[config.mk]
export PLATFORM = sky130hd
export DESIGN_NAME = nocOutputPort
export DESIGN_NICKNAME = d
export VERILOG_FILES = /design/src/verilog/nocPkg.sv /design/src/verilog/flitFifo.sv /design/src/verilog/grantTimer.sv /design/src/verilog/switchArbiter.sv /design/src/verilog/outputLink.sv /design/src/verilog/nocOutputPort.sv
export VERILOG_INCLUDE_DIRS = /design/src /design/src/verilog
export SDC_FILE = /design/constraint.sdc
export NUM_CORES = 1
export LEC_CHECK = 0
export ABC_AREA = 1
export BUFFER_PORTS_ARGS = -buffer_cell sky130_fd_sc_hd__clkbuf_2
export CAP_MARGIN = 0
export CORE_MARGIN = 10
export CORE_UTILIZATION = 48
export DETAILED_ROUTE_END_ITERATION = 7
export HOLD_SLACK_MARGIN = 0.02
export PLACE_DENSITY_LB_ADDON = 0.08
export SLEW_MARGIN = 20
export SYNTH_ARGS = -nofsm -noshare
export SYNTH_HDL_FRONTEND = slang
export SYNTH_HIERARCHICAL = 1
export SYNTH_SLANG_ARGS = --single-unit
[constraint.sdc]
create_clock -name clk -period 7.83 [get_ports clk]
set_clock_uncertainty 0.1 [all_clocks]
set_input_delay 0.3915 -clock clk [delete_from_list [all_inputs] [get_ports clk]]
set_output_delay 0.3915 -clock clk [all_outputs]
set_load 0.05 [all_outputs]
[src/verilog/nocRouter_cfg.svh]
`ifndef NOC_ROUTER_CFG_SVH
`define NOC_ROUTER_CFG_SVH

// ============================================================
// Router output port configuration
// ============================================================

// Input ports feeding this output. The arbiter is written for five.
`define NOC_PORTS 5

// Entries per input queue, kept a power of two.
`define NOC_FIFO_DEPTH 4

`define NOC_KIND_W 3   // Flit kind field.
`define NOC_LEN_W  12  // Length and timeout budget field.
`define NOC_DATA_W 16  // Payload.

`define NOC_STATE_W 6  // One-hot arbiter state.

`endif

[src/verilog/nocPkg.sv]
`default_nettype none
`include "nocRouter_cfg.svh"

package nocPkg;

  // ============================================================
  // Flit format
  // ============================================================

  typedef enum logic [`NOC_KIND_W-1:0]
  {
    FlitIdle = 3'd0,
    FlitHead = 3'd1,  // Carries the timeout budget in length.
    FlitBody = 3'd2,
    FlitTail = 3'd4
  } flitKind_e;

  typedef struct packed
  {
    logic [`NOC_KIND_W-1:0] kind;
    logic [`NOC_LEN_W-1:0]  length;
    logic [`NOC_DATA_W-1:0] data;
  } flit_t;

  // ============================================================
  // Arbitration
  // ============================================================

  // Grant bits sit above the idle bit in port index order.
  typedef enum logic [`NOC_STATE_W-1:0]
  {
    ArbIdle = 6'b000001,
    GrantL  = 6'b000010,
    GrantN  = 6'b000100,
    GrantE  = 6'b001000,
    GrantW  = 6'b010000,
    GrantS  = 6'b100000
  } arbState_e;

  typedef enum logic [2:0]
  {
    PortL = 3'd0,
    PortN = 3'd1,
    PortE = 3'd2,
    PortW = 3'd3,
    PortS = 3'd4
  } portIdx_e;

endpackage

`default_nettype wire

[src/verilog/flitFifo.sv]
`timescale 1ns/100ps
`default_nettype none
`include "nocRouter_cfg.svh"

module flitFifo
(
  input  logic          clk,
  input  logic          rst,
  input  logic          push,
  input  nocPkg::flit_t pushFlit,
  input  logic          pop,
  output nocPkg::flit_t headFlit,
  output logic          empty,
  output logic          full
);

  localparam int Depth = `NOC_FIFO_DEPTH;
  localparam int PtrW  = $clog2(Depth);

  nocPkg::flit_t   mem [Depth];
  logic [PtrW-1:0] rdPtr;
  logic [PtrW-1:0] wrPtr;
  logic [PtrW:0]   count;
  logic            doPush;
  logic            doPop;

  assign doPush = push && !full;   // Push into a full queue is dropped.
  assign doPop  = pop && !empty;

  assign empty    = (count == '0);
  assign full     = (count == (PtrW+1)'(Depth));
  assign headFlit = mem[rdPtr];

  // ============================================================
  // Storage
  // ============================================================

  always_ff @(posedge clk)
  begin
    if (doPush)
    begin
      mem[wrPtr] <= pushFlit;
    end
  end

  // ============================================================
  // Pointers and occupancy
  // ============================================================

  always_ff @(posedge clk)
  begin
    if (rst)
    begin
      rdPtr <= '0;
      wrPtr <= '0;
      count <= '0;
    end
    else
    begin
      if (doPush)
        wrPtr <= wrPtr + 1'b1;  // Wraps on its own, depth is a power of two.
      if (doPop)
        rdPtr <= rdPtr + 1'b1;
      case ({doPush, doPop})
        2'b10:   count <= count + 1'b1;
        2'b01:   count <= count - 1'b1;
        default: count <= count;  // Both or neither.
      endcase
    end
  end

endmodule

`default_nettype wire

[src/verilog/grantTimer.sv]
`timescale 1ns/100ps
`default_nettype none
`include "nocRouter_cfg.svh"

module grantTimer
(
  input  logic          clk,
  input  logic          rst,
  input  nocPkg::flit_t headFlit,
  input  logic          run,
  output logic          timesUp
);

  logic [`NOC_LEN_W-1:0] budget;
  logic [`NOC_LEN_W-1:0] cycles;

  always_ff @(posedge clk)
  begin
    if (rst)
    begin
      budget <= '0;
      cycles <= '0;
    end
    else
    begin
      // Latest header at the queue head sets the budget.
      if (headFlit.kind == nocPkg::FlitHead)
        budget <= headFlit.length;

      if (run)
        cycles <= cycles + 1'b1;
      else
        cycles <= '0;  // Any cycle without a pop restarts the count.
    end
  end

  assign timesUp = (cycles == budget);

endmodule

`default_nettype wire

[src/verilog/switchArbiter.sv]
`timescale 1ns/100ps
`default_nettype none
`include "nocRouter_cfg.svh"

module switchArbiter
(
  input  logic                            clk,
  input  logic                            rst,
  input  logic          [`NOC_PORTS-1:0]  req,
  input  nocPkg::flit_t [`NOC_PORTS-1:0]  headFlits,
  output logic          [`NOC_PORTS-1:0]  pop,
  output nocPkg::arbState_e               state
);

  nocPkg::arbState_e     nextState;
  nocPkg::portIdx_e      grantIdx;
  logic [`NOC_PORTS-1:0] timesUp;

  // Grant state for a port index.
  function automatic nocPkg::arbState_e grantOf(input int idx);
    grantOf = nocPkg::arbState_e'(6'b000010 << idx);
  endfunction

  // First requesting port after the given one, going round the ring.
  // The given port itself comes last.
  function automatic nocPkg::arbState_e pickNext
  (
    input logic [`NOC_PORTS-1:0] r,
    input nocPkg::portIdx_e      after
  );
    nocPkg::arbState_e pick;
    int                idx;
    pick = nocPkg::ArbIdle;
    for (int k = `NOC_PORTS; k >= 1; k--)
    begin
      idx = (int'(after) + k) % `NOC_PORTS;
      if (r[idx])
        pick = grantOf(idx);  // Nearest offset is written last and wins.
    end
    return pick;
  endfunction

  // ============================================================
  // Grant timers
  // ============================================================

  for (genvar g = 0; g < `NOC_PORTS; g++)
  begin : gTimer
    grantTimer u_grantTimer
    (
      .clk      (clk),
      .rst      (rst),
      .headFlit (headFlits[g]),
      .run      (pop[g]),
      .timesUp  (timesUp[g])
    );
  end

  // ============================================================
  // State register and next state
  // ============================================================

  always_ff @(posedge clk)
  begin
    if (rst)
      state <= nocPkg::ArbIdle;
    else
      state <= nextState;
  end

  always_comb
  begin
    case (state)
      nocPkg::GrantN: grantIdx = nocPkg::PortN;
      nocPkg::GrantE: grantIdx = nocPkg::PortE;
      nocPkg::GrantW: grantIdx = nocPkg::PortW;
      nocPkg::GrantS: grantIdx = nocPkg::PortS;
      default:        grantIdx = nocPkg::PortL;
    endcase
  end

  always_comb
  begin
    pop       = '0;
    nextState = nocPkg::ArbIdle;
    case (state)
      nocPkg::ArbIdle:
      begin
        nextState = pickNext(req, nocPkg::PortS);  // Gives L, N, E, W, S.
      end
      nocPkg::GrantL, nocPkg::GrantN, nocPkg::GrantE,
      nocPkg::GrantW, nocPkg::GrantS:
      begin
        if (req[grantIdx] && !timesUp[grantIdx])
        begin
          pop[grantIdx] = 1'b1;
          nextState     = state;
        end
        else
        begin
          nextState = pickNext(req, grantIdx);
        end
      end
      default:
      begin
        nextState = nocPkg::ArbIdle;
      end
    endcase
  end

endmodule

`default_nettype wire

[src/verilog/outputLink.sv]
`timescale 1ns/100ps
`default_nettype none
`include "nocRouter_cfg.svh"

module outputLink
(
  input  logic                            clk,
  input  logic                            rst,
  input  logic          [`NOC_PORTS-1:0]  pop,
  input  nocPkg::flit_t [`NOC_PORTS-1:0]  headFlits,
  output nocPkg::flit_t                   outFlit,
  output nocPkg::portIdx_e                outPort,
  output logic                            outValid
);

  nocPkg::portIdx_e selPort;
  nocPkg::flit_t    selFlit;

  // One-hot pop to port index.
  always_comb
  begin
    selPort = nocPkg::PortL;
    for (int i = 0; i < `NOC_PORTS; i++)
    begin
      if (pop[i])
        selPort = nocPkg::portIdx_e'(i);
    end
  end

  assign selFlit = headFlits[selPort];

  // ============================================================
  // Link register
  // ============================================================

  always_ff @(posedge clk)
  begin
    if (rst)
      outValid <= 1'b0;
    else
      outValid <= |pop;
  end

  always_ff @(posedge clk)
  begin
    outFlit <= selFlit;
    outPort <= selPort;  // Source port tag.
  end

endmodule

`default_nettype wire

[src/verilog/nocOutputPort.sv]
`timescale 1ns/100ps
`default_nettype none
`include "nocRouter_cfg.svh"

module nocOutputPort
(
  input  logic                            clk,
  input  logic                            rst,
  input  nocPkg::flit_t [`NOC_PORTS-1:0]  inFlit,
  input  logic          [`NOC_PORTS-1:0]  inValid,
  output logic          [`NOC_PORTS-1:0]  inFull,
  output nocPkg::flit_t                   outFlit,
  output nocPkg::portIdx_e                outPort,
  output logic                            outValid
);

  logic          [`NOC_PORTS-1:0] fifoEmpty;
  logic          [`NOC_PORTS-1:0] req;
  logic          [`NOC_PORTS-1:0] pop;
  nocPkg::flit_t [`NOC_PORTS-1:0] headFlits;

  assign req = ~fifoEmpty;

  // ============================================================
  // Input queues
  // ============================================================

  for (genvar p = 0; p < `NOC_PORTS; p++)
  begin : gQueue
    flitFifo u_flitFifo
    (
      .clk      (clk),
      .rst      (rst),
      .push     (inValid[p]),
      .pushFlit (inFlit[p]),
      .pop      (pop[p]),
      .headFlit (headFlits[p]),
      .empty    (fifoEmpty[p]),
      .full     (inFull[p])
    );
  end

  // ============================================================
  // Arbitration and link
  // ============================================================

  switchArbiter u_switchArbiter
  (
    .clk       (clk),
    .rst       (rst),
    .req       (req),
    .headFlits (headFlits),
    .pop       (pop),
    .state     ()
  );

  outputLink u_outputLink
  (
    .clk       (clk),
    .rst       (rst),
    .pop       (pop),
    .headFlits (headFlits),
    .outFlit   (outFlit),
    .outPort   (outPort),
    .outValid  (outValid)
  );

endmodule

`default_nettype wire

==> metrics <==
status=complete, no violations; TNS Setup=0 ns; Die ar.=89800 sq um; vias in the first global route=25200; RSZ-0062 raised after global routing=false; clock buffer count from CTS=87; syn_nets=3886; global-route wire length before repair=153000 um; Vias=26500; Critical Path Source Type=flop; largest net degree at the start of global routing=96; Least-Margin Pin Slew=1.10 ns; WHS=0.131 ns; Initial Utilization=0.485; initial antenna violation count=1; post-cts gate resize count=0; clock buffer depth=3; Final Hold Vio Count=0; design area=43400 sq um; wire per inst=19.8 um; Slew Viols, Final=0; Multi-input gate area=11900 sq um; ratio of cells with drive above 1 in the final layout=0.155; FMAX=0.207 GHz; Nets=4219; clock slew at reported path FFs=0.06 ns; Reg area=22700 sq um; core area=77500 sq um; mapped cell area=37500 sq um; maximum vdd drop=0.183 mV; WHS Path Cells=2; Compound-Gate Fraction of Synth Area=0.0984; die height=300 um; top_reg_cell synth=edfxtp_1; Total GRT Usage=0.220; P_leak=16.8 nW; Syn Area/Cell=10.3 sq um; H-tree Lvls=3; port bufs=201; XOR/XNOR Fraction of Synth Area=0.00930; yosys warns=6; most frequent cells in the layout=620 x edfxtp_1, 550 x nand2_1, 527 x nor2_1; CP Data Required Time=8.29 ns; R2R depth=27; CP Max Fanout=11; sequential element share of the synthesized area=0.606; DRC=0; DP Area=38900 sq um; Setup violations, final=0; Max-Slew Margin vs Limit=0.266; Simple-Gate Fraction of Synth Area=0.185; fin crit share=0.616; max-cap violation count=0; CTS Sinks=826; initial DRC count=2394; main combinational cell family by area after synthesis=simple AND/OR/NAND/NOR gates; Skew-Pair Late Insertion Delay=0.64 ns; First-pass DRT Iterations=5; crit path kind=flop to flop; CTS root buffer=clkbuf_16; I/O Pins=202; most common cell after layout, fill and taps aside=edfxtp_1; vias per cell=5.21; Worst Setup End Kind=flop; multiplexer share of the synthesized area=0; CTS tree=done; Adder-Cell Fraction of Synth Area=0.0229; gr ovfl total=0; ys async rst share=0; # fillers=6846; fin util=0.560; Hold Crit Class=input pin to flop; Post-synth EDFFs=620; DP HPWL=67700 um; Synth Instances=3659; GP Congestion=0.863; Synth cell types=53; chip width=300 um; minimum clock period=4.82 ns; Routed WL=101000 um; row cnt=102; Post-CTS Setup Repair Bufs=0; Worst EP arrival=5.29 ns; Synth-to-Final Area Change=15.6%; DRT antenna net count=0; FF+latch count, synth=826; PD cells=250 nW/um^2
[registers in the layout, indices dropped and copies added, names as in the netlist, 6 cells and up, named ones only]
signal,cells
gQueue.u_flitFifo/mem,620
u_switchArbiter/state,6
gQueue.u_flitFifo/wrPtr,10
gQueue.u_flitFifo/count,15
u_switchArbiter/gTimer.u_grantTimer/cycles,60
u_switchArbiter/gTimer.u_grantTimer/budget,60
u_outputLink/outFlit,31
gQueue.u_flitFifo/rdPtr,10
[worst max-delay path, cell delays in order, from the launching register on]
cell      delay [ns]
dfxtp_1         0.35
nor2_4          0.20
nand4_2         0.19
nand2_1         0.37
ha_1            0.44
clkinv_1        0.39
ha_1            0.33
nor2_1          0.14
nand3_2         0.16
nand2_4         0.12
nand2_1         0.07
nand2_2         0.14
ha_1            0.22
inv_1           0.06
or2_2           0.29
nand3_4         0.12
nor2_1          0.05
a21oi_1         0.24
nand3_1         0.13
nor2_1          0.13
nand3_1         0.09
nand2_1         0.06
inv_1           0.03
nand2_1         0.05
nand2_1         0.05
nand2_1         0.06
nand2_1         0.06
a21oi_1         0.12
[metrics by stage]
| step | setup WS, ns | total power, mW | cells |
|---|---|---|---|
| 6_report | 3.01 | 10.8 | 5098 |
| 2_1_floorplan | 3.65 | 6.23 | 3659 |
| 3_5_place_dp | 3.01 | 6.75 | 4782 |
| 3_3_place_gp | 3.07 | 6.75 | 4782 |
| 5_1_grt | 2.45 | 11.3 | 5098 |
| 4_1_cts | 2.99 | 10.9 | 5096 |
[final cells by class]
cell class | count | area share
well taps | 1040 | 0.0300
repair buffers | 391 | 0.0658
diodes | 1 | 0.0000576
flip-flops and latches | 826 | 0.524
inverters | 442 | 0.0392
clock buffers | 111 | 0.0549
clock inverters | 43 | 0.0108
multi-input cells | 2244 | 0.275
[report_power, final]
group | leakage, nW | internal (mW) | total [mW] | switching (mW)
registers | 7.38 | 4.93 | 5.00 | 0.0778
logic | 7.98 | 0.522 | 1.73 | 1.21
clock network | 1.40 | 2.42 | 4.11 | 1.69
total | 16.8 | 7.87 | 10.8 | 2.98
[logic make-up after synthesis]
group                    after synthesis
AO/OA/AOI/OAI                        658
XOR/XNOR                              39
adder cells (fa/ha/maj)               65
buffers and inverters                589
flip-flops                           826
AND/OR/NAND/NOR                     1482
[routing by layer]
metal	GRT usage	up-vias	part of all wire
li1	-	13100	-
met1	0.302	12700	0.45
met2	0.357	674	0.47
met3	0.0400	111	0.062
met4	0.0528	0	0.019
met5	0	-	0
[worst paths after layout]
| path | startpoint | endpoint | slack, ns |
|---|---|---|---|
| max | u_switchArbiter/state[1] | u_switchArbiter/state[1] | 3.01 |
| min | rst | gQueue[4].u_flitFifo/wrPtr[0] | 0.13 |
| max reg2reg | u_switchArbiter/state[1] | u_switchArbiter/state[1] | 3.01 |
| min reg2reg | flop | flop | 0.37 |
[Yosys cell counts, types with 6 or more instances]
library cell  count  share of area
nor2_4           26         0.0078
nand2_4          44          0.013
nand3_1         194          0.026
xor2_1           22         0.0051
clkinv_1         29         0.0029
buf_2            47         0.0063
o21ai_0         173          0.023
ha_1             59          0.020
xnor2_1          16         0.0037
inv_1           342          0.034
a211oi_1         60          0.012
nand2_1         550          0.055
buf_4            19         0.0038
dfxtp_1         206           0.11
o22ai_1         156          0.026
nor2_2            7         0.0012
nor2_1          548          0.055
nor3_1            8         0.0011
edfxtp_1        620           0.50
a21oi_1          68         0.0091
fa_1              6         0.0032
nand3_2          55          0.015
nand2_2          24         0.0040
inv_2            65         0.0065
buf_6            69          0.021
o21ai_1         181          0.024
nand4_1           7         0.0012
[what timing repair did]
| action | CTS | global route |
|---|---|---|
| hold buffers | 160 | 0 |
| setup endpoints to repair | 0 | 0 |
| endpoints found under the hold margin | 630 | 0 |
Note: power is estimated with default switching activity, not from simulation.
